`src/logic/mm_pkg.sv`:
```
/*
 * shared sizes, burst rules, read ids and types for the 4x4 matrix
 * multiply accelerator. every design file refers to these by scoped name
 */
package mm_pkg;

    // matrix edge and beat geometry
    localparam int sa_dim      = 4;
    localparam int beat_bytes  = 4;
    localparam int data_w      = beat_bytes * 8;
    localparam int burst_beats = sa_dim * sa_dim;

    // one buffer row holds one matrix row
    localparam int row_w  = sa_dim * data_w;
    localparam int buf_aw = 2;

    // read ids split the two interleaved bursts
    localparam logic id_a = 1'b0;
    localparam logic id_b = 1'b1;

    typedef logic signed [data_w-1:0] elem_t;

    // element 0 sits in the low bits
    typedef elem_t [sa_dim-1:0] row_t;

    // c[i][j], row-major
    typedef row_t [sa_dim-1:0] c_tile_t;

    typedef enum logic [1:0] {
        SEQ_IDLE, SEQ_READ, SEQ_COMPUTE, SEQ_WRITE
    } seq_state_e;

    typedef enum logic [1:0] {
        RD_IDLE, RD_ADDR_A, RD_ADDR_B, RD_LOAD
    } rd_state_e;

    typedef enum logic [1:0] {
        WR_IDLE, WR_ADDR, WR_DATA, WR_RESP
    } wr_state_e;

endpackage

```
`src/logic/seq_if.sv`:
```
/*
 * phase start/done pulses between the job sequencer and the reader,
 * the multiply array and the writer. all signals are one-cycle pulses
 */
interface seq_if;

    logic rd_start;
    logic rd_done;
    logic mm_start;
    logic mm_done;
    logic wr_start;
    logic wr_done;

    // sequencer fires the starts and collects the dones
    modport seq (
        output rd_start, mm_start, wr_start,
        input  rd_done, mm_done, wr_done
    );

    modport reader (input rd_start, output rd_done);
    modport array  (input mm_start, output mm_done);
    modport writer (input wr_start, output wr_done);

endinterface

```
`src/logic/mm_sequencer.sv`:
```
/*
 * job FSM: accepts start_i while idle, then runs read, compute and write
 * phases in order. done_o is high only while idle
 */
module mm_sequencer (
    input  logic      clk,
    input  logic      rst_n,
    input  logic      start_i,
    output logic      done_o,
    seq_if.seq        seq
);

    mm_pkg::seq_state_e state;

    // idle means no job in flight
    assign done_o = (state == mm_pkg::SEQ_IDLE);

    always_ff @(posedge clk) begin
        if (!rst_n) begin
            state        <= mm_pkg::SEQ_IDLE;
            seq.rd_start <= 1'b0;
            seq.mm_start <= 1'b0;
            seq.wr_start <= 1'b0;
        end else begin
            // starts are single-cycle pulses
            seq.rd_start <= 1'b0;
            seq.mm_start <= 1'b0;
            seq.wr_start <= 1'b0;
            case (state)
                mm_pkg::SEQ_IDLE: begin
                    if (start_i) begin
                        state        <= mm_pkg::SEQ_READ;
                        seq.rd_start <= 1'b1;
                    end
                end
                mm_pkg::SEQ_READ: begin
                    if (seq.rd_done) begin
                        state        <= mm_pkg::SEQ_COMPUTE;
                        seq.mm_start <= 1'b1;
                    end
                end
                mm_pkg::SEQ_COMPUTE: begin
                    if (seq.mm_done) begin
                        state        <= mm_pkg::SEQ_WRITE;
                        seq.wr_start <= 1'b1;
                    end
                end
                // wr_done comes on the B handshake, done_o follows next cycle
                mm_pkg::SEQ_WRITE: begin
                    if (seq.wr_done) state <= mm_pkg::SEQ_IDLE;
                end
                default: state <= mm_pkg::SEQ_IDLE;
            endcase
        end
    end

endmodule

```
`src/flat_wrapper.sv`:
```
// flat-port wrapper written by rule: the top's interface ports become plain ports
module mm_sequencer_flat 
  (clk, rst_n, start_i, done_o, seq_rd_start, seq_mm_start, seq_wr_start, seq_rd_done, seq_mm_done, seq_wr_done);
  seq_if seq_i ();
  input  logic clk;
  input  logic rst_n;
  input  logic start_i;
  output logic done_o;
  output wire logic [$bits(seq_i.rd_start)-1:0] seq_rd_start;
  output wire logic [$bits(seq_i.mm_start)-1:0] seq_mm_start;
  output wire logic [$bits(seq_i.wr_start)-1:0] seq_wr_start;
  input wire logic [$bits(seq_i.rd_done)-1:0] seq_rd_done;
  input wire logic [$bits(seq_i.mm_done)-1:0] seq_mm_done;
  input wire logic [$bits(seq_i.wr_done)-1:0] seq_wr_done;
  assign seq_rd_start = seq_i.rd_start;
  assign seq_mm_start = seq_i.mm_start;
  assign seq_wr_start = seq_i.wr_start;
  assign seq_i.rd_done = seq_rd_done;
  assign seq_i.mm_done = seq_mm_done;
  assign seq_i.wr_done = seq_wr_done;
  mm_sequencer u_core (.clk(clk), .rst_n(rst_n), .start_i(start_i), .done_o(done_o), .seq(seq_i));
endmodule
```
`config.mk`:
```
export PLATFORM = sky130hd
export DESIGN_NAME = mm_sequencer_flat
export DESIGN_NICKNAME = d
export VERILOG_FILES = /design/src/logic/mm_pkg.sv /design/src/logic/seq_if.sv /design/src/logic/mm_sequencer.sv /design/src/flat_wrapper.sv
export SDC_FILE = /design/constraint.sdc
export NUM_CORES = 1
export LEC_CHECK = 0
export BUFFER_PORTS_ARGS = -buffer_cell sky130_fd_sc_hd__clkbuf_2
export CORE_AREA = 2 2 39 41
export DETAILED_ROUTE_END_ITERATION = 7
export DIE_AREA = 0 0 41 43
export GPL_ROUTABILITY_DRIVEN = 0
export PLACE_DENSITY_LB_ADDON = 0.15
export SYNTH_ARGS = -nofsm -noshare
export SYNTH_HDL_FRONTEND = slang
export SYNTH_SLANG_ARGS = --single-unit
```
`constraint.sdc`:
```
create_clock -name clk -period 3.05 [get_ports clk]
set_input_delay 0.4575 -clock clk [delete_from_list [all_inputs] [get_ports clk]]
set_output_delay 0.4575 -clock clk [all_outputs]
set_load 0.01 [all_outputs]
```
Word-level counts from Yosys, hierarchy flattened
Index checks and enable logic that the tools add are counted.
Word-level totals
  register bits: 5
  output and inout port bits: 4
Operators by class
  equality and inequality tests: 7
  reduce and logical (&&, ||, !) cells: 5
  multiplexer cells: 8
Operators by type and width (count)
  2-to-1 mux 2 bit: 4
  inequality test 2 bit (second input constant): 4
  case mux 2 bit (4 select lines): 1
  AND reduction 2 bit: 3
  == test 2 bit (second input constant): 2
  AND reduction 4 bit: 1
  2-to-1 mux 1 bit: 3
  == test 2 x 1 -> 1 bit (second input constant): 1
  zero test 2 bit: 1

Logic depth before layout (Yosys ltp)
  word-level depth: 3
  depth in mapped cells: 5
  depth with buffers taken out: 5

Worst setup path after synthesis
Ideal clock, no wire load.
  path type: register to register
  start: register u_core.state[0]
  end: register u_core.state[0]
  setup time: 125 ps
  arrival time: 1014 ps
  setup slack: 1911 ps
  cell stages (with the launch flop): 6
  cell sequence: dfxtp_1 inv_1 ha_1 nand2b_1 o2111ai_2 mux2i_1
Between the ends
  longest elaborated chain between the ends: 3
  elaborated cells on any way between the ends: 10
Ends and longest elaborated chain
  from (decl): line mm_sequencer.sv:13  | mm_pkg::seq_state_e state;
  from (signal assigned): line mm_sequencer.sv:20  | state <= mm_pkg::SEQ_IDLE;
  from (signal assigned): line mm_sequencer.sv:32  | state <= mm_pkg::SEQ_READ;
  from (signal assigned): line mm_sequencer.sv:38  | state <= mm_pkg::SEQ_COMPUTE;
  zero test 2 bit (*)
  net done_o: line flat_wrapper.sv:8  | output logic done_o;
  inequality test 2 bit (no source line)
  AND reduction 4 bit (no source line)
Mark *: on every way through the listed nets, which the timed path passes. The rest lies on a longest branch.
A chain may end at the register's enable or synchronous reset.

Worst setup path after layout
  start: register u_core.state[0]
  end: output port done_o
Between the ends
  longest elaborated chain between the ends: 1
Ends and longest elaborated chain
  zero test 2 bit: line mm_sequencer.sv:16  | assign done_o = (state == mm_pkg::SEQ_IDLE);
  to (decl): line flat_wrapper.sv:8
Every way passes these cells.

==> results_dict.tcl <==
set metrics [dict create \
    drc 0 \
    p_total_w 0.000293 \
    via_count 206 \
    cts_setup_buffers 0 \
    crit_fanout 4 \
    drive_above_1_share_pct 42.1 \
    skew_ns 0.00569 \
    routed_via_density 3.81 \
    power.density_nw_per_um2 843 \
    num_rows 14 \
    yosys.area.top_type "dfxtp_1" \
    core_area_sq_um 1380 \
    clock_path_buffers 2 \
    synth.avg_cell_area_sq_um 10.3 \
    syn_inst 25 \
    die_x_microns 41 \
    port_buffers 9 \
    period_share_pct 50.0 \
    final_nets 49 \
    start_kind "register" \
    final.setup.tns_ns 0 \
    grt_pass1_vias 197 \
    start_util_pct 18.5 \
    postLayoutCellArea_sq_um 348 \
    fmax_ghz 0.656 \
    place_area_sq_um 322 \
    numCtsBuffers 3 \
    synthFlopType "dfxtp_1" \
    synth_edf_count 0 \
    grt-ovfl-total 0 \
    fp.dieH_microns 43 \
    yosysTopAreaCellShare_pct 39.0 \
    timing.final.crit_period_ns 1.52 \
    cts_num_sinks 5 \
    ioPinCount 10 \
    finalHoldViolCount 0 \
    final_util_pct 25.1 \
    dr.pass1.iters 3 \
    required_ns 2.59 \
    hpwl_microns 393 \
    grt_use_total_pct 7.44 \
    cts.htree.levels 1 \
    grt_pass1_wl_microns 800 \
    design.die.area_sq_um 1760 \
    drt_iter0_drc 3 \
    avgRoutedWirePerCell_microns 8.74 \
    yosysWarnings 0 \
    ctsHoldBuffers 0 \
    yosys-top-cells-area "dfxtp_1 39%, ha_1 20%, mux2i_1 7.8%" \
    leakagePower_nw 0.174 \
    rsz0062_at_grt "false" \
    fillCellCount 153 \
    ys_ff_latch 5 \
    tightestPinTransition_ns 0.229 \
    outcome "completed" \
    diodes 0 \
    cts_tree "built" \
    area_delta_synth_final_pct 35.6 \
    yosysSeqAreaShare_pct 39.0 \
    grt_max_degree 8 \
    wirelength_microns 472 \
    end_kind "primary output" \
    finalSetupViolCount 0 \
    peakVddDrop_v 0.000242 \
    cts_resized 0 \
    detail-route-antenna-nets 0 \
    path_class "register to primary output" \
    clock_latency_ns 0.24 \
    min_path_type "primary input to register" \
    async_reset_ff_share_pct 0 \
    maxCapViolCount 0 \
    clk_pin_slew_ns 0.05 \
    crit_arrival_ns 1.07 \
    cts_root_buffer "clkbuf_4" \
    synth_area_sq_um 256 \
    maxSlewViolCount 0 \
    synth.most_common_cell "dfxtp_1" \
    synthTopCellsByCount "5 x dfxtp_1, 4 x ha_1, 3 x inv_1, 3 x nand2_1" \
    ys_types 11 \
    synth.net_count 35 \
    relSlewSlack_pct 84.7 \
    antenna_found_initial 0 \
]
-- state kept, by name, indices dropped and copies added, names as in the netlist --
register,cells
u_core.state,2
u_core.seq.mm_start,1
u_core.seq.rd_start,1
u_core.seq.wr_start,1
-- layout by cell type (no fill, tap or decap), drive strengths merged --
master   count
clkbuf      13
dfxtp        5
mux2i        2
nand2        3
o2111ai      1
nand2b       3
inv          3
o21ai        1
ha           4
and3         3
-- stage by stage --
stage          cells  hold slack (ns)  setup WS (ns)
4_1_cts           54            0.448           1.52
5_1_grt           54            0.447           1.43
3_3_place_gp      50            0.489           1.81
2_1_floorplan     25            0.471           1.91
3_5_place_dp      50            0.499           1.79
6_report          54            0.457           1.53
-- kinds of logic (layout without fill, tap and decap cells) --
logic type                 Yosys count  in the layout  share of synthesized area (%)
DFF                                  5              5                           39.0
and+or+nand+nor                      9              9                           21.5
buffers and inverters                3             16                           4.39
AOI/OAI and AO/OA                    2              2                           7.80
muxes                                2              2                           7.81
adders and majority gates            4              4                           19.5
-- area by class of cell --
class	instances	area [sq um]	area share [%]
multi-input combinational	17	145	41.7
sequential	5	100	28.8
timing repair buffer	9	45.0	12.9
clock buffer	4	26.3	7.55
tap	16	20.0	5.76
inverter	3	11.3	3.24
-- critical path, cell delays in order (launching register included) --
cell	delay [ns]
dfxtp_1	0.37
inv_1	0.08
ha_1	0.23
clkbuf_2	0.14
-- metal layers --
layer  up-vias  part of all wire, %  GRT usage, %
met5         -                    0             0
met4         0                    0          4.00
met3         0                   17          8.38
met2        12                   37          8.75
met1        86                   46          7.74
li1        108                    -             -
-- power by group --
group	internal [W]	switching (W)	total, W
clock network	0.0000494	0.0000264	0.0000759
registers	0.0000839	0.0000136	0.0000975
logic	0.0000559	0.0000639	0.000120
-- worst paths after layout --
check / start / end / slack [ns] / cells past startpoint
worst min-delay path: start_i / u_core.seq.rd_start / 0.46 / 2
worst min register to register: u_core.state[1] / u_core.state[1] / 0.50 / 2
worst max-delay path: u_core.state[0] / done_o / 1.53 / 3
worst max register to register: u_core.state[0] / u_core.state[0] / 1.85 / 5
(Power assumes the default switching activity.)
