`config.mk`:
```
export PLATFORM = sky130hd
export DESIGN_NAME = operand_buffer
export DESIGN_NICKNAME = d
export VERILOG_FILES = /design/src/logic/mm_pkg.sv /design/src/logic/operand_buffer.sv
export SDC_FILE = /design/constraint.sdc
export NUM_CORES = 1
export LEC_CHECK = 0
export BUFFER_PORTS_ARGS = -buffer_cell sky130_fd_sc_hd__buf_2
export CAP_MARGIN = 20
export CORE_MARGIN = 2
export CORE_UTILIZATION = 35
export CTS_CLUSTER_SIZE = 16
export DETAILED_ROUTE_END_ITERATION = 8
export PLACE_DENSITY_LB_ADDON = 0.25
export SLEW_MARGIN = 0
export SYNTH_ARGS = -nofsm -noshare
export SYNTH_HDL_FRONTEND = slang
export SYNTH_SLANG_ARGS = --single-unit
```
`constraint.sdc`:
```
create_clock -name clk -period 38.8 [get_ports clk]
set_clock_uncertainty 0.15 [all_clocks]
set_input_delay 11.64 -clock clk [delete_from_list [all_inputs] [get_ports clk]]
set_output_delay 11.64 -clock clk [all_outputs]
set_load 0.01 [all_outputs]
```
`src/logic/mm_pkg.sv`:
```
/*
 * shared sizes, burst rules, read ids and types for the 4x4 matrix
 * multiply accelerator. every design file refers to these by scoped name
 */
package mm_pkg;

    // matrix edge and beat geometry
    localparam int sa_dim      = 4;
    localparam int beat_bytes  = 4;
    localparam int data_w      = beat_bytes * 8;
    localparam int burst_beats = sa_dim * sa_dim;

    // one buffer row holds one matrix row
    localparam int row_w  = sa_dim * data_w;
    localparam int buf_aw = 2;

    // read ids split the two interleaved bursts
    localparam logic id_a = 1'b0;
    localparam logic id_b = 1'b1;

    typedef logic signed [data_w-1:0] elem_t;

    // element 0 sits in the low bits
    typedef elem_t [sa_dim-1:0] row_t;

    // c[i][j], row-major
    typedef row_t [sa_dim-1:0] c_tile_t;

    typedef enum logic [1:0] {
        SEQ_IDLE, SEQ_READ, SEQ_COMPUTE, SEQ_WRITE
    } seq_state_e;

    typedef enum logic [1:0] {
        RD_IDLE, RD_ADDR_A, RD_ADDR_B, RD_LOAD
    } rd_state_e;

    typedef enum logic [1:0] {
        WR_IDLE, WR_ADDR, WR_DATA, WR_RESP
    } wr_state_e;

endpackage

```
`src/logic/operand_buffer.sv`:
```
/*
 * four-row operand store, one write port and one registered read port.
 * holds one 4x4 matrix, one row per address
 */
module operand_buffer (
    input  logic                        clk,
    input  logic                        wren_i,
    input  logic [mm_pkg::buf_aw-1:0]   waddr_i,
    input  mm_pkg::row_t                wdata_i,
    input  logic [mm_pkg::buf_aw-1:0]   raddr_i,
    output mm_pkg::row_t                rdata_o
);

    logic [mm_pkg::row_w-1:0] mem [2**mm_pkg::buf_aw];

    always_ff @(posedge clk) begin
        if (wren_i) mem[waddr_i] <= wdata_i;
        // data shows up one cycle after the address
        rdata_o <= mem[raddr_i];
    end

endmodule

```
### Word level (Yosys, flattened, before mapping)

Memory sizes are Yosys's and may differ from the RTL's. A register that Yosys moved wholly into a read port is not among the register bits.
Cells that the tools add are included.

* flip-flop bits (word level): 0
* bits in latches: 0
* RAM bits: 512
* memory bits (read-only): 0
* bits of input ports: 134
* output and inout port bits: 128
* logic and storage cells: 3
* memories: 1

* $add $sub $neg: 0
* multipliers: 0
* div/mod/pow operators: 0
* $lt $le $gt $ge: 0
* equal/unequal tests: 0
* shift operators: 0
* muxes and demuxes: 2
* bitwise logic cells: 0
* reduce and logical (&&, ||, !) cells: 0

Memories
* mem: words 4, width 128, rd ports 1, clocked after memory_dff 1, wr ports 1, RTL line operand_buffer.sv:14 `logic [mm_pkg::row_w-1:0] mem [2**mm_pkg::buf_aw];`

Operators with widths (count)
* 2-to-1 mux 1 bit: 2

### Longest topological paths before layout

Gate-level depths: netlist of run 1.

* depth in word-level cells: 2
* mapped depth: 3

### Worst setup path before layout of run 1

No wires, ideal clock.

* path kind: in2reg
* start point: in waddr_i[1] in the netlist's numbering
* end point: mem mem[0][0] in the netlist's numbering, enable pin
* setup time: 0.801 ns
* arrival time: 20.941 ns
* data required time: 37.849 ns
* path slack: 16.909 ns
* stages: 1
* buffers on the path: 0
* path through: nor3b_1

RTL lines
* from (decl): RTL line operand_buffer.sv:8 `input logic [mm_pkg::buf_aw-1:0] waddr_i,`
* to (decl): RTL line operand_buffer.sv:14

Straight into the memory's write port.

### Worst setup path after layout of run 1

* start point: in raddr_i[0] in the netlist's numbering
* end point: reg rdata_o[27] in the netlist's numbering (read register of mem)

RTL lines
* from (decl): RTL line operand_buffer.sv:10 `input logic [mm_pkg::buf_aw-1:0] raddr_i,`
* to (decl): RTL line operand_buffer.sv:11 `output mm_pkg::row_t rdata_o`

No word-level cell between the ends.

==> results.sh, run 1 <==
export IMPL_wl_um=41610
export IMPL_cts_tree="done"
export IMPL_cts_root_buffer_cell="clkbuf_16"
export IMPL_insertion_delay_ns=0.58
export IMPL_hp_class="reg -> reg"
export IMPL_syn_area_um2=21170
export IMPL_worst_pin_slew_ns=0.9687
export IMPL_grt_pass1_wl_um=60910
export IMPL_clk_pin_slew_ns=0.06
export IMPL_cts_resized=0
export IMPL_ctsHoldBuffers=0
export IMPL_synth_cells=800
export IMPL_yosys_warnings=0
export IMPL_grt_pass1_vias=9504
export IMPL_num_fill_cells=5229
export IMPL_p_leak_uw=0.008793
export IMPL_timing_hold_ws_ns=0.3954
export IMPL_start_util=0.3526
export IMPL_drtAntennaViolNets=0
export IMPL_fp_dieW_um=249.9
export IMPL_rsz0062_at_grt="false"
export IMPL_place_congestion=0.7020
export IMPL_cp_slowest_cell="buf_4"
export IMPL_synth_avg_cell_area_um2=26.46
export IMPL_die_area_um2=62460
export IMPL_worst_setup_path_type="in -> reg"
export IMPL_die_y_um=249.9
export IMPL_vias_per_cell=4.582
export IMPL_clockBufferDepth=3
export IMPL_cts_htree_levels=3
export IMPL_pwr_density_cell_nw_per_um2=58.99
export IMPL_path_cells="buf_8, buf_4, buf_4, mux4_2"
export IMPL_drt_iter0_drc=530
export IMPL_port_buffers=261
export IMPL_grtUsageTotal=0.1335
export IMPL_start_kind="primary input"
export IMPL_io_pins=262
export IMPL_layout_nets=1248
export IMPL_rows=90
export IMPL_setup_viol=0
export IMPL_maxCapViolations=0
export IMPL_setup_worst_path_end_class="flip-flop"
export IMPL_final_period_utilization=0.3476
export IMPL_drtPass1Iterations=4
export IMPL_worst_path_most_repeated_cell="buf_4"
export IMPL_synth_seq_cells=640
export IMPL_cts_made_buffers=68
export IMPL_setup_tns_ns=0
export IMPL_cp_max_fo=50
export IMPL_worstPathArrival_ns=13.79
export IMPL_ir_drop_v=0.00002892
export IMPL_drive_gt1_frac=0.4284
export IMPL_drc=0
export IMPL_hold_violations=0
export IMPL_slew_headroom=0.3542
export IMPL_routedWlPerCell_um=21.29
export IMPL_max_freq_mhz=74.14
export IMPL_antenna_found_initial=15
export IMPL_core_area_um2=60020
export IMPL_route_vias_total=8957
export IMPL_grt_max_degree=129
export IMPL_path_buf_inv=3
export IMPL_synth_distinct_cells=10
export IMPL_slew_viol_final=0
export IMPL_cp_required_ns=39.10
export IMPL_critPathTopFamily="buffers and inverters"
export IMPL_cts_setup_buffers=0
export IMPL_fin_util=0.4253
export IMPL_numClockSinks=640
export IMPL_fin_crit_ns=13.49
export IMPL_grt_overflow_total=0
export IMPL_area_delta_synth_final_pct=20.61
export IMPL_synth_seq_area_share=0.8475
export IMPL_dp_hpwl_um=23480
export IMPL_syn_nets=934
export IMPL_status="finished clean"
export IMPL_cpPeakStageDelay_ns=0.63
==> cell type report <==
class | instances | area, µm² | share of cell area
tap | 782 | 978.4 | 0.03833
sequential | 640 | 17940 | 0.7026
multi-input combinational | 132 | 2932 | 0.1148
timing repair buffer | 272 | 1438 | 0.05632
clock inverter | 20 | 209.0 | 0.008185
clock buffer | 103 | 2019 | 0.07911
antenna | 6 | 15.01 | 0.0005881
==> kinds of logic (layout without fill, tap and decap cells) <==
kind of cell | count (synthesis) | count (layout) | share of synthesized area
muxes | 128 | 128 | 0.1362
DFF | 640 | 640 | 0.8475
and+or+nand+nor | 4 | 4 | 0.001478
other | 0 | 6 | 0
buffers and inverters | 28 | 395 | 0.01484
==> report_power, final <==
part	internal (µW)	leakage, µW	total, µW	switching (µW)
clock network	386	0.00108	637	251
logic	34.2	0.00193	73.8	39.6
registers	783	0.00578	795	11.9
==> cell usage after synthesis, drive strengths merged <==
cell    number  area share
and3         1     0.00030
dfxtp      128        0.12
edfxtp     512        0.73
buf         27       0.015
mux4       128        0.14
clkbuf       1     0.00018
and3b        2     0.00083
nor3b        1     0.00035
==> path summary, 6_finish.rpt <==
check | from | end | slack [ns] | depth (start not counted)
setup / recovery | raddr_i[0] | rdata_o[27]$_DFF_P_ | 25.31 | 4
setup reg to reg | mem[3][86]$_DFFE_PP_ | rdata_o[86]$_DFF_P_ | 37.64 | 1
hold / removal | mem[0][105]$_DFFE_PP_ | rdata_o[105]$_DFF_P_ | 0.40 | 1
hold reg to reg | mem[0][105]$_DFFE_PP_ | rdata_o[105]$_DFF_P_ | 0.40 | 1
==> layout by cell type, fill, tap and decap left out, types with 2 or more instances in the layout <==
| cell | netlist | final |
|---|---|---|
| edfxtp_1 | 512 | 512 |
| buf_2 | 13 | 259 |
| mux4_2 | 128 | 128 |
| dfxtp_1 | 128 | 128 |
| clkbuf_16 | 0 | 73 |
| clkbuf_1 | 1 | 22 |
| buf_4 | 0 | 9 |
| clkbuf_8 | 0 | 8 |
| diode_2 | 0 | 6 |
| clkinv_2 | 0 | 6 |
| clkinv_1 | 0 | 5 |
| bufinv_16 | 0 | 4 |
| clkinvlp_4 | 0 | 3 |
| and3b_4 | 0 | 2 |
==> state kept, by name (all words and copies together) (netlist names) <==
register	count
rdata_o	128
mem	512
==> stage by stage <==
stage	std cells	area (µm²)	setup slack (ns)	total power [µW]
2_1_floorplan	800	21170	16.91	849.2
3_3_place_gp	1825	23260	23.93	883.4
3_5_place_dp	1825	23260	23.93	886.3
4_1_cts	1948	25490	24.56	1531
5_1_grt	1950	25520	25.12	1564
6_report	1955	25530	25.31	1506
==> metal layers <==
| layer | vias up | global-route usage | wire length, µm |
|---|---|---|---|
| met5 | - | 0 | 93 |
| met4 | 14 | 0.04647 | 1033 |
| met3 | 102 | 0.04985 | 3069 |
| met2 | 255 | 0.2166 | 20390 |
| met1 | 4590 | 0.1645 | 17020 |
| li1 | 3996 | - | - |
(Power assumes the default switching activity.)
==> inputs of run 2 (changes only) <==
clock period = 13.79 ns   (was 38.8 ns; I/O delays follow)
==> run 2 against run 1 <==
Against the previous run:
- first-iteration DRC count up 10%
- clock-buffer cell count down 11
- sequential power rose to 2.8 times the previous value
- cell count about the same
- hold slack worse by 0.0079 ns
- global-route usage down 0.20 points
- setup slack worse by 17 ns
- non-clock buffer count down 1
- largest power group unchanged
==> results.sh, run 2 (same netlist as run 1, synthesis figures left out) <==
export IMPL_cts_htree_levels=3
export IMPL_setup_worst_path_end_class="flip-flop"
export IMPL_hold_path_end="rdata_o[101]$_DFF_P_"
export IMPL_final_common_cell="edfxtp_1"
export IMPL_cp_max_fo=48
export IMPL_cpPeakStageDelay_ns=0.76
export IMPL_reg_top3="mem (512), rdata_o (128)"
export IMPL_grt_pass1_wl_um=60760
export IMPL_worst_pin_slew_ns=1.005
export IMPL_fp_dieW_um=249.9
export IMPL_worst_setup_path_type="in -> reg"
export IMPL_cp_required_ns=14.09
export IMPL_numClockSinks=640
export IMPL_rrSetupSlack_ns=12.64
export IMPL_area_delta_synth_final_pct=20.73
export IMPL_ir_drop_v=0.0001184
export IMPL_antenna_found_initial=13
export IMPL_rsz0062_at_grt="false"
export IMPL_ctsHoldBuffers=0
export IMPL_path_cells="buf_8, buf_4, mux4_2"
export IMPL_layout_nets=1248
export IMPL_setup_viol=0
export IMPL_drive_gt1_frac=0.4364
export IMPL_maxCapViolations=0
export IMPL_setup_tns_ns=0
export IMPL_insertion_delay_ns=0.59
export IMPL_cts_resized=0
export IMPL_drtAntennaViolNets=0
export IMPL_fin_crit_ns=5.827
export IMPL_final_period_utilization=0.4226
export IMPL_path_buf_inv=2
export IMPL_slew_headroom=0.3299
export IMPL_hp_class="reg -> reg"
export IMPL_slew_viol_final=0
export IMPL_stdcell_count=1954
export IMPL_rows=90
export IMPL_timing_rr_start="mem[0][68]$_DFFE_PP_"
export IMPL_routedWlPerCell_um=20.83
export IMPL_start_util=0.3526
export IMPL_worstPathArrival_ns=6.13
export IMPL_wl_um=40700
export IMPL_clk_pin_slew_ns=0.06
export IMPL_cts_tree="done"
export IMPL_reg2reg_depth=1
export IMPL_grt_overflow_total=0
export IMPL_core_area_um2=60020
export IMPL_place_congestion=0.6617
export IMPL_route_vias_total=9029
export IMPL_die_y_um=249.9
export IMPL_pwr_density_cell_nw_per_um2=166.7
export IMPL_die_area_um2=62460
export IMPL_holdCritStartpoint="mem[2][101]$_DFFE_PP_"
export IMPL_cp_slowest_cell="buf_4"
export IMPL_clockBufferDepth=3
export IMPL_io_pins=262
export IMPL_port_buffers=261
export IMPL_grt_max_degree=129
export IMPL_final_cell_mix="edfxtp_1, buf_2, mux4_2, dfxtp_1, clkbuf_16"
export IMPL_dp_hpwl_um=22750
export IMPL_largest_reg_flops=512
export IMPL_grtUsageTotal=0.1315
export IMPL_cts_made_buffers=69
export IMPL_r2r_end="rdata_o[68]$_DFF_P_"
export IMPL_drtPass1Iterations=4
export IMPL_max_freq_mhz=171.6
export IMPL_top_register="mem"
export IMPL_worstHoldPathCells=1
export IMPL_status="finished clean"
export IMPL_dp_cells=1825
export IMPL_start_kind="primary input"
export IMPL_drc=0
export IMPL_drt_iter0_drc=584
export IMPL_cts_setup_buffers=0
export IMPL_p_leak_uw=0.008813
export IMPL_cts_root_buffer_cell="clkbuf_16"
export IMPL_vias_per_cell=4.621
export IMPL_grt_pass1_vias=9712
export IMPL_critPathTopFamily="buffers and inverters"
export IMPL_hold_violations=0
==> run 2: routing by layer <==
metal	vias to the layer above	global-route usage	share of wire
li1	4006	-	-
met4	22	0.04475	0.022
met5	-	0	0.0034
met2	217	0.2119	0.49
met3	81	0.04506	0.068
met1	4703	0.1664	0.42
==> run 2: area by class of cell <==
class                   count  area, µm²
multi-input cells         132       2938
fillers                  5237      34470
repair buffers            271       1410
flip-flops and latches    640      17940
well taps                 782      978.4
clock buffers              92       1958
diodes                      1      2.502
clock inverters            36      327.8
==> run 2: how the worst max path moves through the flow <==
stage                          start              endpoint  slack [ns]  cells past startpoint
after floorplan           waddr_i[1]   mem[0][0]$_DFFE_PP_        4.01                      1
after global placement    waddr_i[1]  mem[1][90]$_DFFE_PP_        7.30                      3
after detailed placement  raddr_i[0]   rdata_o[45]$_DFF_P_        7.29                      3
after CTS                 raddr_i[0]   rdata_o[93]$_DFF_P_        7.93                      3
after global routing      raddr_i[0]   rdata_o[93]$_DFF_P_        7.76                      3
final                     raddr_i[0]   rdata_o[93]$_DFF_P_        7.96                      3
==> run 2: through the flow <==
| step | cell area, µm² | util | total power (µW) | hold slack, ns | setup slack (ns) |
|---|---|---|---|---|---|
| floorplan | 21170 | - | 2387 | 0.3822 | 4.015 |
| global placement | 23260 | 0.3876 | 2486 | 0.3832 | 7.305 |
| detailed placement | 23260 | 0.3876 | 2492 | 0.3899 | 7.291 |
| CTS | 25550 | 0.4257 | 4334 | 0.3902 | 7.931 |
| global route | 25550 | 0.4257 | 4428 | 0.4051 | 7.758 |
| finish | 25550 | 0.4257 | 4261 | 0.3875 | 7.963 |
==> run 2: power breakdown <==
group / switching (µW) / internal [µW] / leakage [µW]
clock: 736 / 1080 / 0.00111
sequential: 29.4 / 2200 / 0.00578
combinational: 114 / 95.7 / 0.00192
