File: src/logic/mm_pkg.sv
/*
 * shared sizes, burst rules, read ids and types for the 4x4 matrix
 * multiply accelerator. every design file refers to these by scoped name
 */
package mm_pkg;

    // matrix edge and beat geometry
    localparam int sa_dim      = 4;
    localparam int beat_bytes  = 4;
    localparam int data_w      = beat_bytes * 8;
    localparam int burst_beats = sa_dim * sa_dim;

    // one buffer row holds one matrix row
    localparam int row_w  = sa_dim * data_w;
    localparam int buf_aw = 2;

    // read ids split the two interleaved bursts
    localparam logic id_a = 1'b0;
    localparam logic id_b = 1'b1;

    typedef logic signed [data_w-1:0] elem_t;

    // element 0 sits in the low bits
    typedef elem_t [sa_dim-1:0] row_t;

    // c[i][j], row-major
    typedef row_t [sa_dim-1:0] c_tile_t;

    typedef enum logic [1:0] {
        SEQ_IDLE, SEQ_READ, SEQ_COMPUTE, SEQ_WRITE
    } seq_state_e;

    typedef enum logic [1:0] {
        RD_IDLE, RD_ADDR_A, RD_ADDR_B, RD_LOAD
    } rd_state_e;

    typedef enum logic [1:0] {
        WR_IDLE, WR_ADDR, WR_DATA, WR_RESP
    } wr_state_e;

endpackage

File: src/logic/seq_if.sv
/*
 * phase start/done pulses between the job sequencer and the reader,
 * the multiply array and the writer. all signals are one-cycle pulses
 */
interface seq_if;

    logic rd_start;
    logic rd_done;
    logic mm_start;
    logic mm_done;
    logic wr_start;
    logic wr_done;

    // sequencer fires the starts and collects the dones
    modport seq (
        output rd_start, mm_start, wr_start,
        input  rd_done, mm_done, wr_done
    );

    modport reader (input rd_start, output rd_done);
    modport array  (input mm_start, output mm_done);
    modport writer (input wr_start, output wr_done);

endinterface

File: src/logic/dma_writer.sv
/*
 * output DMA: one write address, then the 16 C beats in row-major order,
 * then waits for the write response and pulses wr_done on it
 */
module dma_writer (
    input  logic                        clk,
    input  logic                        rst_n,
    seq_if.writer                       seq,
    input  logic [31:0]                 mat_c_addr_i,
    input  mm_pkg::c_tile_t             c_tile_i,
    output logic                        aw_valid_o,
    input  logic                        aw_ready_i,
    output logic [31:0]                 aw_addr_o,
    output logic                        w_valid_o,
    input  logic                        w_ready_i,
    output logic [mm_pkg::data_w-1:0]   w_data_o,
    output logic                        w_last_o,
    input  logic                        b_valid_i,
    output logic                        b_ready_o
);

    mm_pkg::wr_state_e  state;
    logic [3:0]         beat;

    assign aw_valid_o = (state == mm_pkg::WR_ADDR);
    assign aw_addr_o  = mat_c_addr_i;
    assign w_valid_o  = (state == mm_pkg::WR_DATA);
    // beat n carries c[n/4][n%4]
    assign w_data_o   = c_tile_i[beat[3:2]][beat[1:0]];
    assign w_last_o   = (beat == 4'(mm_pkg::burst_beats - 1));
    assign b_ready_o  = (state == mm_pkg::WR_RESP);
    assign seq.wr_done = b_valid_i & b_ready_o;

    always_ff @(posedge clk) begin
        if (!rst_n) begin
            state <= mm_pkg::WR_IDLE;
            beat  <= '0;
        end else begin
            case (state)
                mm_pkg::WR_IDLE: begin
                    beat <= '0;
                    if (seq.wr_start) state <= mm_pkg::WR_ADDR;
                end
                mm_pkg::WR_ADDR: if (aw_ready_i) state <= mm_pkg::WR_DATA;
                mm_pkg::WR_DATA: begin
                    // advance only on a transfer, stalls hold the beat
                    if (w_ready_i) begin
                        beat <= beat + 1'b1;
                        if (w_last_o) state <= mm_pkg::WR_RESP;
                    end
                end
                mm_pkg::WR_RESP: if (b_valid_i) state <= mm_pkg::WR_IDLE;
                default: state <= mm_pkg::WR_IDLE;
            endcase
        end
    end

endmodule

File: src/flat_wrapper.sv
// flat-port wrapper written by rule: the top's interface ports become plain ports
module dma_writer_flat 
  (clk, rst_n, mat_c_addr_i, c_tile_i, aw_valid_o, aw_ready_i, aw_addr_o, w_valid_o, w_ready_i, w_data_o, w_last_o, b_valid_i, b_ready_o, seq_wr_start, seq_wr_done);
  seq_if seq_i ();
  input  logic clk;
  input  logic rst_n;
  input  logic [31:0] mat_c_addr_i;
  input  mm_pkg::c_tile_t c_tile_i;
  output logic aw_valid_o;
  input  logic aw_ready_i;
  output logic [31:0] aw_addr_o;
  output logic w_valid_o;
  input  logic w_ready_i;
  output logic [mm_pkg::data_w-1:0] w_data_o;
  output logic w_last_o;
  input  logic b_valid_i;
  output logic b_ready_o;
  input wire logic [$bits(seq_i.wr_start)-1:0] seq_wr_start;
  output wire logic [$bits(seq_i.wr_done)-1:0] seq_wr_done;
  assign seq_i.wr_start = seq_wr_start;
  assign seq_wr_done = seq_i.wr_done;
  dma_writer u_core (.clk(clk), .rst_n(rst_n), .seq(seq_i), .mat_c_addr_i(mat_c_addr_i), .c_tile_i(c_tile_i), .aw_valid_o(aw_valid_o), .aw_ready_i(aw_ready_i), .aw_addr_o(aw_addr_o), .w_valid_o(w_valid_o), .w_ready_i(w_ready_i), .w_data_o(w_data_o), .w_last_o(w_last_o), .b_valid_i(b_valid_i), .b_ready_o(b_ready_o));
endmodule
File: config.mk
export PLATFORM = sky130hd
export DESIGN_NAME = dma_writer_flat
export DESIGN_NICKNAME = d
export VERILOG_FILES = /design/src/logic/mm_pkg.sv /design/src/logic/seq_if.sv /design/src/logic/dma_writer.sv /design/src/flat_wrapper.sv
export SDC_FILE = /design/constraint.sdc
export NUM_CORES = 1
export LEC_CHECK = 0
export ABC_AREA = 1
export CAP_MARGIN = 20
export CORE_AREA = 4 4 240 242
export DETAILED_ROUTE_END_ITERATION = 8
export DIE_AREA = 0 0 244 246
export DONT_BUFFER_PORTS = 1
export GPL_TIMING_DRIVEN = 0
export HOLD_SLACK_MARGIN = 0.06
export SKIP_LAST_GASP = 1
export SYNTH_ARGS = -nofsm -noshare
export SYNTH_HDL_FRONTEND = slang
export SYNTH_SLANG_ARGS = --single-unit
File: constraint.sdc
create_clock -name clk -period 1.3 [get_ports clk]
set_input_delay 0.195 -clock clk [delete_from_list [all_inputs] [get_ports clk]]
set_output_delay 0.195 -clock clk [all_outputs]
set_load 0.01 [all_outputs]
* After elaboration in Yosys (flattened, before gate mapping) *
Index checks and enable logic that the tools add are counted.

cells by class
  add/sub/neg operators = 1
  $lt $le $gt $ge = 2
  eq/ne operators = 9
  mux-type cells = 12
  bitwise operators = 1
  reduce and logical (&&, ||, !) cells = 4

operators by type and width
  operator                                                                      number
  128-bit binary-select mux with 2-bit select                                   1
  128-bit two-way mux                                                           1
  32-bit binary-select mux with 2-bit select                                    1
  32-bit two-way mux                                                            1
  2-bit two-way mux                                                             5
  2-bit one-hot mux with 4 select lines                                         1
  4-bit one-hot mux with 2 select lines                                         1
  2-bit by 3-bit less-than comparator with 1-bit output, second input constant  2
  2-bit by 1-bit != test with 1-bit output, second input constant               3
  5-bit AND reduction                                                           1
  4-bit by 1-bit adder with 4-bit output, second input constant                 1
  2-bit equality test, second input constant                                    2
  4-bit equality test, second input constant                                    1
  4-bit two-way mux                                                             1
  2-bit != test, second input constant                                          2
  2-bit by 1-bit equality test with 1-bit output, second input constant         1
  2-bit logical NOT                                                             1
  2-bit AND reduction                                                           1
  2-bit nonzero test                                                            1
  1-bit bitwise AND                                                             1

word-level totals
  register bits = 6
  output and inout bits = 69
  logic and storage cells = 31

* Depth between registers and ports, before layout *
  depth after elaboration = 4
  depth in mapped cells = 11
  depth with buffers taken out = 8

* Worst setup path before layout *
OpenSTA, ideal clock, no wires.

  path kind = register to register
  from = register u_core.state[0]
  to = register u_core.beat[2]
  arrival time = 1.296 ns
  data required time = 1.175 ns
  setup slack = -0.121 ns
  stages on the path, launching flop included = 7
  cell sequence = dfxtp_1 -> inv_1 -> ha_1 -> o21ai_0 -> inv_1 -> nor2_1 -> nor3_1

between the ends
  longest elaborated chain between the ends = 3
  elaborated cells on any way between the ends = 6
  classes of those cells = eq/ne: 2; mux: 1; reduce/logical: 3

RTL lines
  element                                                                                          RTL line            source
  start, declared                                                                                  dma_writer.sv:22    mm_pkg::wr_state_e state;
  start signal, assigned                                                                           dma_writer.sv:36    state <= mm_pkg::WR_IDLE;
  start signal, assigned                                                                           dma_writer.sv:42    if (seq.wr_start) state <= mm_pkg::WR_ADDR;
  start signal, assigned                                                                           dma_writer.sv:44    mm_pkg::WR_ADDR: if (aw_ready_i) state <= mm_pkg::WR_DATA;
  2-bit equality test (*)                                                                          -
  net w_valid_o                                                                                    flat_wrapper.sv:12  output logic w_valid_o;
  2-bit by 1-bit != test with 1-bit output (no source line) or 2-bit nonzero test (tied branches)  -
  2-bit AND reduction (no source line)                                                             -
  end signal, assigned                                                                             dma_writer.sv:48    beat <= beat + 1'b1;
  end, declared                                                                                    dma_writer.sv:23    logic [3:0] beat;

The timed path passes the listed nets; every way through them passes the cells marked *.
A chain may end at the register's enable or synchronous reset.

* Worst setup path in the final report *
  from = register u_core.beat[2]
  to = output port w_data_o[9] (netlist name)

between the ends
  longest elaborated chain between the ends = 4

RTL lines
  element                                      RTL line            source
  128-bit binary-select mux with 2-bit select  dma_writer.sv:29    assign w_data_o = c_tile_i[beat[3:2]][beat[1:0]];
  128-bit two-way mux (implied by the code)    dma_writer.sv:29
  32-bit binary-select mux with 2-bit select   dma_writer.sv:29
  32-bit two-way mux (implied by the code)     dma_writer.sv:29
  end, declared                                flat_wrapper.sv:14  output logic [mm_pkg::data_w-1:0] w_data_o;

No other way between the ends. The select of a mux whose other input is x is not followed.

==> flow_metrics.env <==
export IMPL_status="finished with violations"
export IMPL_violations="negative setup slack"
export IMPL_worstSkewPairLatency_ns=0.23
export IMPL_synth_cell_types=18
export IMPL_ant_nets=0
export IMPL_clock_sinks=6
export IMPL_rsz0062_at_grt="yes"
export IMPL_p_sw_mw=1.87
export IMPL_yosys_warnings=0
export IMPL_power_density_nw_per_um2=325
export IMPL_cpPeakStageDelay_ns=0.37
export IMPL_synth_fp_nets=2323
export IMPL_synth_xor_area_share_pct=0
export IMPL_final_area_um2=10500
export IMPL_setup_violations=36
export IMPL_fin_tns_setup_ns=-20.46
export IMPL_start_util_pct=13.6
export IMPL_grtUsageTotal_pct=17.4
export IMPL_clk_path_buf_depth=2
export IMPL_max_freq_mhz=502
export IMPL_synth_avg_cell_area_um2=4.24
export IMPL_fp_dieW_um=244
export IMPL_period_minus_slack_ns=1.99
export IMPL_yosysSeqAreaShare_pct=1.60
export IMPL_clk_pin_slew_worst_paths_ns=0.03
export IMPL_gp_congestion=0.890
export IMPL_finalWirelength_um=57000
export IMPL_critical_path_class="reg -> out"
export IMPL_slowest_stage="dfxtp_4"
export IMPL_hold_viol_final=0
export IMPL_die_y_um=246
export IMPL_grt_start_max_net_pins=11
export IMPL_grt_pass1_wl_um=74300
export IMPL_finalClockSkew_ns=0.000972
export IMPL_synth_adder_area_share_pct=0.834
export IMPL_die_area_um2=60000
export IMPL_startpoint_type="flop"
export IMPL_fin_util_pct=19.1
export IMPL_avgViaCountPerCell=4.19
export IMPL_ys_seq_elements=6
export IMPL_coreArea_um2=55100
export IMPL_pin_count=619
export IMPL_crit_fanout=10
export IMPL_root_buffer="clkbuf_16"
export IMPL_drive_gt1_share_pct=20.6
export IMPL_comb_power_share_pct=77.0
export IMPL_async_flop_share_pct=0
export IMPL_synth_compound_area_share_pct=0.567
export IMPL_crit_path_cell_trace="buf_12 -> buf_8 -> buf_6 -> nand2_1 -> nand3_1 -> nand3_1 -> nand3_1 -> nand2_2"
export IMPL_hpwl_um=47600
export IMPL_overflow=0
export IMPL_max_cap_violations=0
export IMPL_synthCells=1768
export IMPL_p_int_mw=1.55
export IMPL_cts_tree="built"
export IMPL_ir_drop_mv=0.286
export IMPL_period_share_pct=153
export IMPL_syn_area_um2=7500
export IMPL_fin_ws_ns=-0.691
export IMPL_final_cells=2543
export IMPL_finalPower_mw=3.43
export IMPL_dp_cells=2516
export IMPL_cpMostUsedCell="nand3_1"
export IMPL_whs_ns=0.0912
export IMPL_rrSetupSlack_ns=-0.35
export IMPL_drc=0
export IMPL_cts_max_level=1
export IMPL_preCtsSetupSlack_ns=-1.33
export IMPL_slew_headroom_pct=71.2
export IMPL_drt_initial_drc_count=647
export IMPL_report_final_slew_viol_count=0
export IMPL_p_seq_share_pct=8.7
export IMPL_netSwitchingFraction_pct=54.6
export IMPL_yosys_area_share_simple_pct=61.4
export IMPL_p_leak_nw=6.52
export IMPL_n_fill_cell=6583
export IMPL_power_frac_clock_pct=14.3
export IMPL_io_buffers=0
export IMPL_dr_total_vias=10700
export IMPL_synthMuxAreaShare_pct=0
export IMPL_area_growth_syn_to_layout_pct=40.4
export IMPL_antenna_found_initial=5
export IMPL_rows=86
export IMPL_fin_nets=2348
export IMPL_synth_edf_count=0
export IMPL_cts_hold_buf=0
export IMPL_grt_pass1_vias=10300
export IMPL_min_path_type="in -> reg"
export IMPL_first_pass_iters=5
export IMPL_worst_pin_slew_ns=0.432
export IMPL_cts_buffers=3
export IMPL_arrival_ns=1.80
export IMPL_required_ns=1.11
export IMPL_endpoint_kind="primary output"
export IMPL_place_area_um2=8710
export IMPL_wl_per_cell_um=22.4
export IMPL_synth_top_family_by_area="simple AND/OR/NAND/NOR gates"
export IMPL_ys_flop_type="dfxtp_1"
-- critical path: cells and delay by family (launching register included) --
| family | cells | cell delay, ns |
|---|---|---|
| buffers and inverters | 3 | 0.52 |
| AND/OR/NAND/NOR | 5 | 0.66 |
| flip-flops | 1 | 0.37 |
-- state kept, by name (all words and copies together) (netlist names) --
signal        flops
u_core.state      2
u_core.beat       4
-- power groups by stage --
stage / Clock (mW) / Sequential [mW] / Combinational [mW]
after floorplan: 0 / 0.253 / 1.64
after global placement: 0 / 0.270 / 2.31
after detailed placement: 0 / 0.263 / 2.29
after CTS: 0.504 / 0.281 / 2.55
after global routing: 0.527 / 0.303 / 2.91
final: 0.492 / 0.298 / 2.64
-- worst paths after layout --
path,start,to,depth (start not counted)
hold / removal,rst_n,u_core.state[0],2
setup / recovery,u_core.beat[2],w_data_o[9],8
hold reg to reg,u_core.state[0],u_core.state[0],2
setup reg to reg,u_core.beat[2],u_core.state[0],9
-- final cells by class --
| type | instances | area [µm²] | share of cell area [%] |
|---|---|---|---|
| Antenna cell | 4 | 10.0 | 0.0950 |
| Buffer | 133 | 1510 | 14.4 |
| Clock buffer | 3 | 75.1 | 0.713 |
| Inverter | 497 | 1910 | 18.2 |
| Multi-Input combinational cell | 1131 | 5570 | 52.9 |
| Sequential cell | 6 | 129 | 1.22 |
| Tap cell | 748 | 936 | 8.88 |
| Timing Repair Buffer | 21 | 384 | 3.65 |
-- per-layer routing --
layer  vias to the layer above  wire, µm  GRT usage [%]
met1                      4858     24500           22.1
met4                         2      1890           5.82
met5                         -         7              0
met3                        91      3620           2.62
li1                       5096         -              -
met2                       609     27000           30.1
-- cell usage in the layout (no fill, tap or decap), types with 2 or more instances in the layout --
cell type and instances:
a21oi_1 3, buf_12 33, buf_16 3, buf_2 6
buf_4 48, buf_6 31, buf_8 13, clkbuf_16 6
clkbuf_2 8, clkbuf_4 6, clkbuf_8 2, clkinvlp_4 2
dfxtp_1 3, dfxtp_4 2, diode_2 4, ha_1 2
ha_4 2, inv_1 474, inv_2 10, inv_4 10
nand2_1 668, nand2_2 86, nand2_4 28, nand3_1 260
nand3_2 56, nand3_4 7, nor2_1 6, nor2_4 2
o21ai_0 2
-- kinds of logic after synthesis --
family / after synthesis
buf+inv: 631
fa+ha+maj: 5
simple gates: 1118
flops: 6
compound gates: 8
-- synth_stat cells, types with 3 or more instances --
cell type | n | area share [%]
nand2_1 | 782 | 39
buf_4 | 54 | 5.4
nand3_1 | 323 | 22
nor2_1 | 9 | 0.45
buf_1 | 6 | 0.30
clkbuf_1 | 16 | 0.80
buf_2 | 54 | 3.6
o21ai_0 | 3 | 0.20
inv_1 | 495 | 25
ha_1 | 5 | 0.83
a21oi_1 | 4 | 0.27
buf_6 | 4 | 0.60
dfxtp_1 | 6 | 1.6
-- what timing repair did --
| action | 4_1_cts | 5_1_grt |
|---|---|---|
| setup buffers | 14 | 1 |
| cloned | 5 | 2 |
| gates resized for setup | 321 | 74 |
| setup endpoints to repair | 40 | 41 |
| pin swaps | 77 | 22 |
(Power assumes the default switching activity.)
