[config.mk]
export PLATFORM = sky130hd
export DESIGN_NAME = dma_reader_flat
export DESIGN_NICKNAME = d
export VERILOG_FILES = /design/src/logic/mm_pkg.sv /design/src/logic/seq_if.sv /design/src/logic/dma_reader.sv /design/src/flat_wrapper.sv
export SDC_FILE = /design/constraint.sdc
export NUM_CORES = 1
export LEC_CHECK = 0
export BUFFER_PORTS_ARGS = -buffer_cell sky130_fd_sc_hd__buf_2
export CELL_PAD_IN_SITES_DETAIL_PLACEMENT = 1
export CELL_PAD_IN_SITES_GLOBAL_PLACEMENT = 2
export CORE_ASPECT_RATIO = 2
export CORE_MARGIN = 10
export CORE_UTILIZATION = 46
export CTS_CLUSTER_SIZE = 12
export DETAILED_ROUTE_END_ITERATION = 16
export PLACE_DENSITY = 0.91
export SLEW_MARGIN = 20
export SYNTH_ARGS = -nofsm -noshare
export SYNTH_HDL_FRONTEND = slang
export SYNTH_SLANG_ARGS = --single-unit
[constraint.sdc]
create_clock -name clk -period 10.9 [get_ports clk]
set_input_delay 1.635 -clock clk [delete_from_list [all_inputs] [get_ports clk]]
set_output_delay 1.635 -clock clk [all_outputs]
set_load 0.02 [all_outputs]
[src/logic/mm_pkg.sv]
/*
 * shared sizes, burst rules, read ids and types for the 4x4 matrix
 * multiply accelerator. every design file refers to these by scoped name
 */
package mm_pkg;

    // matrix edge and beat geometry
    localparam int sa_dim      = 4;
    localparam int beat_bytes  = 4;
    localparam int data_w      = beat_bytes * 8;
    localparam int burst_beats = sa_dim * sa_dim;

    // one buffer row holds one matrix row
    localparam int row_w  = sa_dim * data_w;
    localparam int buf_aw = 2;

    // read ids split the two interleaved bursts
    localparam logic id_a = 1'b0;
    localparam logic id_b = 1'b1;

    typedef logic signed [data_w-1:0] elem_t;

    // element 0 sits in the low bits
    typedef elem_t [sa_dim-1:0] row_t;

    // c[i][j], row-major
    typedef row_t [sa_dim-1:0] c_tile_t;

    typedef enum logic [1:0] {
        SEQ_IDLE, SEQ_READ, SEQ_COMPUTE, SEQ_WRITE
    } seq_state_e;

    typedef enum logic [1:0] {
        RD_IDLE, RD_ADDR_A, RD_ADDR_B, RD_LOAD
    } rd_state_e;

    typedef enum logic [1:0] {
        WR_IDLE, WR_ADDR, WR_DATA, WR_RESP
    } wr_state_e;

endpackage

[src/logic/seq_if.sv]
/*
 * phase start/done pulses between the job sequencer and the reader,
 * the multiply array and the writer. all signals are one-cycle pulses
 */
interface seq_if;

    logic rd_start;
    logic rd_done;
    logic mm_start;
    logic mm_done;
    logic wr_start;
    logic wr_done;

    // sequencer fires the starts and collects the dones
    modport seq (
        output rd_start, mm_start, wr_start,
        input  rd_done, mm_done, wr_done
    );

    modport reader (input rd_start, output rd_done);
    modport array  (input mm_start, output mm_done);
    modport writer (input wr_start, output wr_done);

endinterface

[src/logic/dma_reader.sv]
/*
 * input DMA: issues the A then B read bursts back to back, then packs the
 * returning beats (any interleave of the two ids) into buffer rows
 */
module dma_reader (
    input  logic                        clk,
    input  logic                        rst_n,
    seq_if.reader                       seq,
    input  logic [31:0]                 mat_a_addr_i,
    input  logic [31:0]                 mat_b_addr_i,
    output logic                        ar_valid_o,
    input  logic                        ar_ready_i,
    output logic [31:0]                 ar_addr_o,
    output logic                        ar_id_o,
    input  logic                        r_valid_i,
    output logic                        r_ready_o,
    input  mm_pkg::elem_t               r_data_i,
    input  logic                        r_id_i,
    input  logic                        r_last_i,
    output logic                        buf_a_wren_o,
    output logic                        buf_b_wren_o,
    output logic [mm_pkg::buf_aw-1:0]   buf_waddr_o,
    output mm_pkg::row_t                buf_wdata_o
);

    mm_pkg::rd_state_e state;

    // per-id packing state, indexed by read id
    logic [1:0]                 cnt  [2];
    logic [mm_pkg::buf_aw-1:0]  wrow [2];
    mm_pkg::row_t               sh   [2];
    mm_pkg::row_t               hold [2];
    logic [1:0]                 pend;
    logic [1:0]                 fin;
    logic [1:0]                 wr_en;
    logic                       wsel;
    logic                       beat;
    logic                       load_end;

    // one request at a time, held until ar_ready_i
    assign ar_valid_o = (state == mm_pkg::RD_ADDR_A) || (state == mm_pkg::RD_ADDR_B);
    assign ar_addr_o  = (state == mm_pkg::RD_ADDR_A) ? mat_a_addr_i : mat_b_addr_i;
    assign ar_id_o    = (state == mm_pkg::RD_ADDR_A) ? mm_pkg::id_a : mm_pkg::id_b;
    assign r_ready_o  = (state == mm_pkg::RD_LOAD);
    assign beat       = r_valid_i & r_ready_o;

    // shared write port, A wins a collision and B waits a cycle
    assign wr_en[mm_pkg::id_a] = pend[mm_pkg::id_a];
    assign wr_en[mm_pkg::id_b] = pend[mm_pkg::id_b] & ~pend[mm_pkg::id_a];
    assign wsel         = pend[mm_pkg::id_a] ? mm_pkg::id_a : mm_pkg::id_b;
    assign buf_a_wren_o = wr_en[mm_pkg::id_a];
    assign buf_b_wren_o = wr_en[mm_pkg::id_b];
    assign buf_waddr_o  = wrow[wsel];
    assign buf_wdata_o  = hold[wsel];

    // both bursts ended and this cycle writes the only row still pending
    assign load_end = (&fin) & (^pend);

    always_ff @(posedge clk) begin
        if (!rst_n) begin
            state       <= mm_pkg::RD_IDLE;
            pend        <= '0;
            fin         <= '0;
            seq.rd_done <= 1'b0;
            for (int i = 0; i < 2; i++) begin
                cnt[i]  <= '0;
                wrow[i] <= '0;
            end
        end else begin
            seq.rd_done <= 1'b0;
            case (state)
                mm_pkg::RD_IDLE:   if (seq.rd_start) state <= mm_pkg::RD_ADDR_A;
                mm_pkg::RD_ADDR_A: if (ar_ready_i) state <= mm_pkg::RD_ADDR_B;
                mm_pkg::RD_ADDR_B: if (ar_ready_i) state <= mm_pkg::RD_LOAD;
                mm_pkg::RD_LOAD: begin
                    if (load_end) begin
                        state       <= mm_pkg::RD_IDLE;
                        seq.rd_done <= 1'b1;
                    end
                end
                default: state <= mm_pkg::RD_IDLE;
            endcase
            // fresh job
            if (seq.rd_start) begin
                fin <= '0;
                for (int i = 0; i < 2; i++) begin
                    cnt[i]  <= '0;
                    wrow[i] <= '0;
                end
            end
            for (int i = 0; i < 2; i++) begin
                if (wr_en[i]) begin
                    pend[i] <= 1'b0;
                    wrow[i] <= wrow[i] + 1'b1;
                end
                if (beat && r_id_i == 1'(i)) begin
                    cnt[i] <= cnt[i] + 1'b1;
                    // fourth beat completes the row
                    if (cnt[i] == 2'(mm_pkg::sa_dim - 1)) pend[i] <= 1'b1;
                    if (r_last_i) fin[i] <= 1'b1;
                end
            end
        end
    end

    // beat k lands in element k, a full row moves to hold until written
    always_ff @(posedge clk) begin
        for (int i = 0; i < 2; i++) begin
            if (beat && r_id_i == 1'(i)) begin
                sh[i][cnt[i]] <= r_data_i;
                if (cnt[i] == 2'(mm_pkg::sa_dim - 1)) begin
                    hold[i]                    <= sh[i];
                    hold[i][mm_pkg::sa_dim-1]  <= r_data_i;
                end
            end
        end
    end

endmodule

[src/flat_wrapper.sv]
// flat-port wrapper written by rule: the top's interface ports become plain ports
module dma_reader_flat 
  (clk, rst_n, mat_a_addr_i, mat_b_addr_i, ar_valid_o, ar_ready_i, ar_addr_o, ar_id_o, r_valid_i, r_ready_o, r_data_i, r_id_i, r_last_i, buf_a_wren_o, buf_b_wren_o, buf_waddr_o, buf_wdata_o, seq_rd_start, seq_rd_done);
  seq_if seq_i ();
  input  logic clk;
  input  logic rst_n;
  input  logic [31:0] mat_a_addr_i;
  input  logic [31:0] mat_b_addr_i;
  output logic ar_valid_o;
  input  logic ar_ready_i;
  output logic [31:0] ar_addr_o;
  output logic ar_id_o;
  input  logic r_valid_i;
  output logic r_ready_o;
  input  mm_pkg::elem_t r_data_i;
  input  logic r_id_i;
  input  logic r_last_i;
  output logic buf_a_wren_o;
  output logic buf_b_wren_o;
  output logic [mm_pkg::buf_aw-1:0] buf_waddr_o;
  output mm_pkg::row_t buf_wdata_o;
  input wire logic [$bits(seq_i.rd_start)-1:0] seq_rd_start;
  output wire logic [$bits(seq_i.rd_done)-1:0] seq_rd_done;
  assign seq_i.rd_start = seq_rd_start;
  assign seq_rd_done = seq_i.rd_done;
  dma_reader u_core (.clk(clk), .rst_n(rst_n), .seq(seq_i), .mat_a_addr_i(mat_a_addr_i), .mat_b_addr_i(mat_b_addr_i), .ar_valid_o(ar_valid_o), .ar_ready_i(ar_ready_i), .ar_addr_o(ar_addr_o), .ar_id_o(ar_id_o), .r_valid_i(r_valid_i), .r_ready_o(r_ready_o), .r_data_i(r_data_i), .r_id_i(r_id_i), .r_last_i(r_last_i), .buf_a_wren_o(buf_a_wren_o), .buf_b_wren_o(buf_b_wren_o), .buf_waddr_o(buf_waddr_o), .buf_wdata_o(buf_wdata_o));
endmodule
## Yosys cells after proc, flatten, opt, wreduce, memory -nomap -nowiden

Memories as Yosys holds them, arrays and structs flattened.
Index checks and enable logic that the tools add are counted.

| word-level totals | value |
|---|---|
| flip-flop bits (word level) | 7 |
| bits in writable memories | 520 |
| output and inout port bits | 168 |
| word-level logic and storage cells | 113 |
| memories | 4 |

Memories:

| name | depth | width | rd ports | clocked after Yosys merged registers in | wr ports | line | RTL |
|---|---|---|---|---|---|---|---|
| u_core.hold | 2 | 128 | 1 | 0 | 1 | dma_reader.sv:32 | `mm_pkg::row_t hold [2];` |
| u_core.sh | 2 | 128 | 2 | 0 | 1 | dma_reader.sv:31 | `mm_pkg::row_t sh [2];` |
| u_core.cnt | 2 | 2 | 2 | 0 | 2 | dma_reader.sv:29 | `logic [1:0] cnt [2];` |
| u_core.wrow | 2 | 2 | 3 | 0 | 2 | dma_reader.sv:30 | `logic [mm_pkg::buf_aw-1:0] wrow [2];` |

| cells by class | value |
|---|---|
| $add $sub $neg | 4 |
| magnitude comparators | 4 |
| eq/ne operators | 9 |
| multiplexer cells | 61 |
| bitwise gates (word level) | 15 |
| reductions and logical operators | 12 |

Operators by type and width:

| kind | count |
|---|---|
| $mux W128 | 5 |
| $reduce_or A128 Y1 | 2 |
| $mux W32 | 5 |
| $demux W32 S2 | 2 |
| $mux W1 | 34 |
| $mux W2 | 14 |
| $or A1 B1 Y1 | 10 |
| $add A2 B1 Y2 const B | 4 |
| $eq A2 B2 Y1 const B | 4 |
| $ne A2 B2 Y1 const B | 4 |
| $pmux W2 S4 | 1 |
| $lt A2 B3 Y1 const B | 2 |
| $ge A2 B1 Y1 const B | 2 |
| $logic_and A1 B1 Y1 | 4 |
| $reduce_and A2 Y1 | 2 |
| $reduce_and A4 Y1 | 1 |
| $and A1 B1 Y1 | 3 |
| $eq A2 B1 Y1 const B | 1 |
| $logic_not A2 Y1 | 1 |
| $not A1 Y1 | 2 |
| $reduce_xor A2 Y1 | 1 |
| $logic_or A1 B1 Y1 | 1 |

## Logic depth before layout (Yosys ltp)

| logic depth | value |
|---|---|
| word-level depth | 8 |
| depth in mapped cells | 8 |

## Worst setup path after synthesis

No wires, ideal clock.

| timing | value |
|---|---|
| path type | input to register |
| from | in r_id_i |
| to | mem u_core.hold[0][0] in the netlist's numbering (enable) |
| arrival time | 4998 ps |
| slack | 5399 ps |
| stages on the path | 3 |
| buffers on the path | 1 |
| cell sequence | and3b_1 -> clkbuf_1 -> and2_1 |

| on the way | value |
|---|---|
| word-level cells in the longest chain between the ends | 6 |
| elaborated cells on any way between the ends | 11 |
| those cells by class | 6 x mux; 2 x bitwise; 3 x reduce/logical |

Ends and longest elaborated chain:

| item | line | RTL |
|---|---|---|
| start, declared | flat_wrapper.sv:16 | `input logic r_id_i;` |
| $logic_and A1 B1 Y1 | dma_reader.sv:109 | `if (beat && r_id_i == 1'(i)) begin` |
| $mux W1 | dma_reader.sv:109 |  |
| $mux W1 (implied by the code) | dma_reader.sv:112, dma_reader.sv:113 |  |
| $or A1 B1 Y1 (no source line) | n/a |  |
| $reduce_or A128 Y1 (no source line) | n/a |  |
| $mux W1 (no source line) or $mux W2 (tied branches) | n/a |  |
| end, declared | dma_reader.sv:32 |  |

Parallel ways exist; a longest one is shown, timed or not.

==> reports/qor.yml <==
antenna_cells: 0
h-tree-depth: 2
fin_cells: 1481
ff_latch_area_mm2: 0.0138
setup_viol: 0
irDropWorstVdd_uv: 157
design_area_mm2: 0.0196
ctsRootBufferMaster: "clkbuf_16"
layout-drive-gt1-share: 0.481
fmax_mhz: 233
post-route-period-util: 0.394
slowest_stage: "buf_4"
grt_pass1_wl_mm: 53.8
grtUsageTotal: 0.160
final_common_cell: "edfxtp_1"
drt_iter0_markers: 397
clkLatencyLatePin_ns: 0.54
path_class: "register to output pin"
power_frac_comb: 0.069
cts_buffers: 44
syn_avg_cell_area_um2: 23.1
yosysTopAreaCell: "edfxtp_1"
holdPathStages: 0
min_from: "u_core.sh[0][8]$_DFFE_PP_"
final_util: 0.548
antenna_found_initial: 3
yosys.area_share.xor_xnor: 0.00106
portBuffers: 270
yosysUniqueCellTypes: 26
rsz0062_at_grt: "no"
cts.hold.buffers_added: 0
clock_skew_ns: 0.0132
numClockSinks: 463
ant_nets: 0
reg2reg_slack_ns: 8.00
finalHoldWorstSlack_ns: 0.413
yosysSeqAreaShare: 0.838
drt_first_pass_iters: 4
hold_viol_final: 0
viasPerCell: 5.08
syn-num-nets: 834
overflow: 0
synthesis.area_mm2: 0.0165
path_cells: "buf_4 > mux2_2 > buf_2"
core_mm2: 0.0357
via_count: 7526
worst_slew_pin_slew_ns: 0.857
slowest_delay_ns: 0.77
reg2reg_to: "u_core.hold[1][63]$_DFFE_PP_"
fin_tns_setup_ns: 0
p_sw_uw: 736
seqPwrFrac: 0.556
slew_viol_final: 0
p_int_mw: 2.80
drc: 0
first_global_vias: 8688
pwr-share-clk: 0.375
worstPathMaxFanout: 59
powerDensity_mw_per_mm2: 181
fillers: 3177
dp.cells: 1424
yosys.area_share.simple: 0.0114
synthTopCellsByArea: "edfxtp_1 (83%), mux2_2 (7.4%), mux2_4 (4.4%), ha_1 (1.1%), dfxtp_1 (0.85%)"
r2r_start: "u_core.state[0]$_SDFFE_PN0P_"
layout_common_cells: "edfxtp_1 (456), buf_2 (270), mux2_2 (109), mux2_4 (48), clkbuf_16 (45)"
relSlewSlack: 0.429
cp-start-kind: "register"
cts_resized: 0
end_kind: "output pin"
globalplace.congestion: 0.771
die-area_mm2: 0.0443
synth_warnings: 0
critPathBufInv: 2
wire_per_inst_um: 24.6
path_delay_family: "buffers and inverters"
post_cts_buffers: 0
power_switching_share: 0.208
hold_class: "register to register"
grt_max_degree: 78
holdPathEnd: "u_core.hold[0][8]$_DFFE_PP_"
cts_tree: "built"
place_hpwl_mm: 24.3
final_nets: 1139
syn_to_final_growth_pct: 18.4
die_w_um: 154
placed_area_mm2: 0.0184
netlist.area_leader.share: 0.829
multi_input_area_mm2: 0.00250
io_pins: 271
worstPathRequired_ns: 9.27
clock_path_buffers: 3
drv_cap: 0
fp-row-count: 98
ff2ff_path_depth: 5
synth_top_family_by_area: "multiplexers"
syn_inst: 716
worstPathArrival_ns: 2.66
synthMuxAreaShare: 0.123
clk_pin_slew_ns: 0.06
synth_fa_ha_area_frac: 0.0114
p_leak_nw: 6.90
synth_compound_area_frac: 0.00386
status: "finished, final reports clean"
initial_core_util: 0.463
ys_seq_elements: 463
fin_crit_ns: 4.30
drt_wl_total_mm: 36.5
die_y_um: 288
-- layout make-up --
| class | instances | share of cell area |
|---|---|---|
| inverters | 9 | 0.00173 |
| flip-flops and latches | 463 | 0.708 |
| multi-input cells | 222 | 0.128 |
| repair buffers | 281 | 0.0740 |
| clock inverters | 3 | 0.00115 |
| clock buffers | 53 | 0.0591 |
| well taps | 450 | 0.0288 |
-- worst register-to-register path, delay by kind of cell (launching register included) --
family | cells | cell delay, ns
simple gates | 2 | 0.99
flops | 1 | 0.41
buf+inv | 2 | 0.90
fa+ha+maj | 1 | 0.24
-- sequential cells by signal (all words and copies together) (netlist names) --
name / flops
u_core.fin: 2
u_core.state: 2
u_core.cnt: 4
u_core.wrow: 4
u_core.hold: 256
u_core.pend: 2
u_core.seq.rd_done: 1
u_core.sh: 192
-- cells in the mapped netlist --
cell type	number
buf_2	9
and3b_1	1
o21ba_1	1
a22oi_1	1
o21a_1	1
nand3b_1	1
nand2_1	9
a21boi_0	1
inv_1	9
nor2_1	5
clkbuf_1	3
mux2i_1	2
o21ai_0	1
ha_1	15
xnor2_1	2
nand2b_1	3
mux2_4	48
edfxtp_1	456
mux2_1	5
and3_1	6
mux2_2	109
a221oi_4	1
nor2b_1	2
buf_6	10
dfxtp_1	7
and2_1	8
-- how the worst max path moves through the flow --
stage / startpoint / endpoint / slack (ns) / depth (start not counted)
5_1_grt: u_core.pend[0]$_SDFF_PN0_ / buf_wdata_o[34] / 6.44 / 3
4_1_cts: u_core.pend[0]$_SDFF_PN0_ / buf_wdata_o[34] / 6.49 / 3
3_5_place_dp: r_valid_i / u_core.hold[1][11]$_DFFE_PP_ / 6.73 / 4
6_report: u_core.pend[0]$_SDFF_PN0_ / buf_wdata_o[30] / 6.60 / 3
2_1_floorplan: r_id_i / u_core.hold[0][0]$_DFFE_PP_ / 5.40 / 3
3_3_place_gp: r_valid_i / u_core.hold[1][107]$_DFFE_PP_ / 6.83 / 4
-- per-stage QoR --
stage	worst slack [ns]	power [mW]
final	6.60	3.53
after global routing	6.44	3.66
after CTS	6.49	3.57
after detailed placement	6.73	2.25
after global placement	6.83	2.24
after floorplan	5.40	2.16
-- per-layer routing --
layer | global-route usage | wire length [um] | part of all wire | vias to the layer above
met5 | 0 | 18 | 0.00049 | -
met4 | 0.0495 | 760 | 0.021 | 2
met3 | 0.0418 | 2330 | 0.064 | 55
met2 | 0.313 | 20800 | 0.57 | 279
met1 | 0.157 | 12600 | 0.35 | 3795
li1 | - | - | - | 3395
-- logic make-up (layout without fill, tap and decap cells) --
kind of cell    count (synthesis)  in the layout
buf+inv                        31            346
compound gates                  6              6
fa+ha+maj                      15             15
simple gates                   35             35
flops                         463            463
xor+xnor                        2              2
mux                           164            164
-- power by group through the flow --
stage          Sequential (mW)  Clock (mW)  Combinational (mW)
2_1_floorplan             2.00           0               0.161
3_3_place_gp              2.00           0               0.241
3_5_place_dp              2.00           0               0.248
4_1_cts                   1.96        1.36               0.249
5_1_grt                   1.97        1.43               0.262
6_report                  1.96        1.32               0.242
Power figures use the tool's default switching activity.
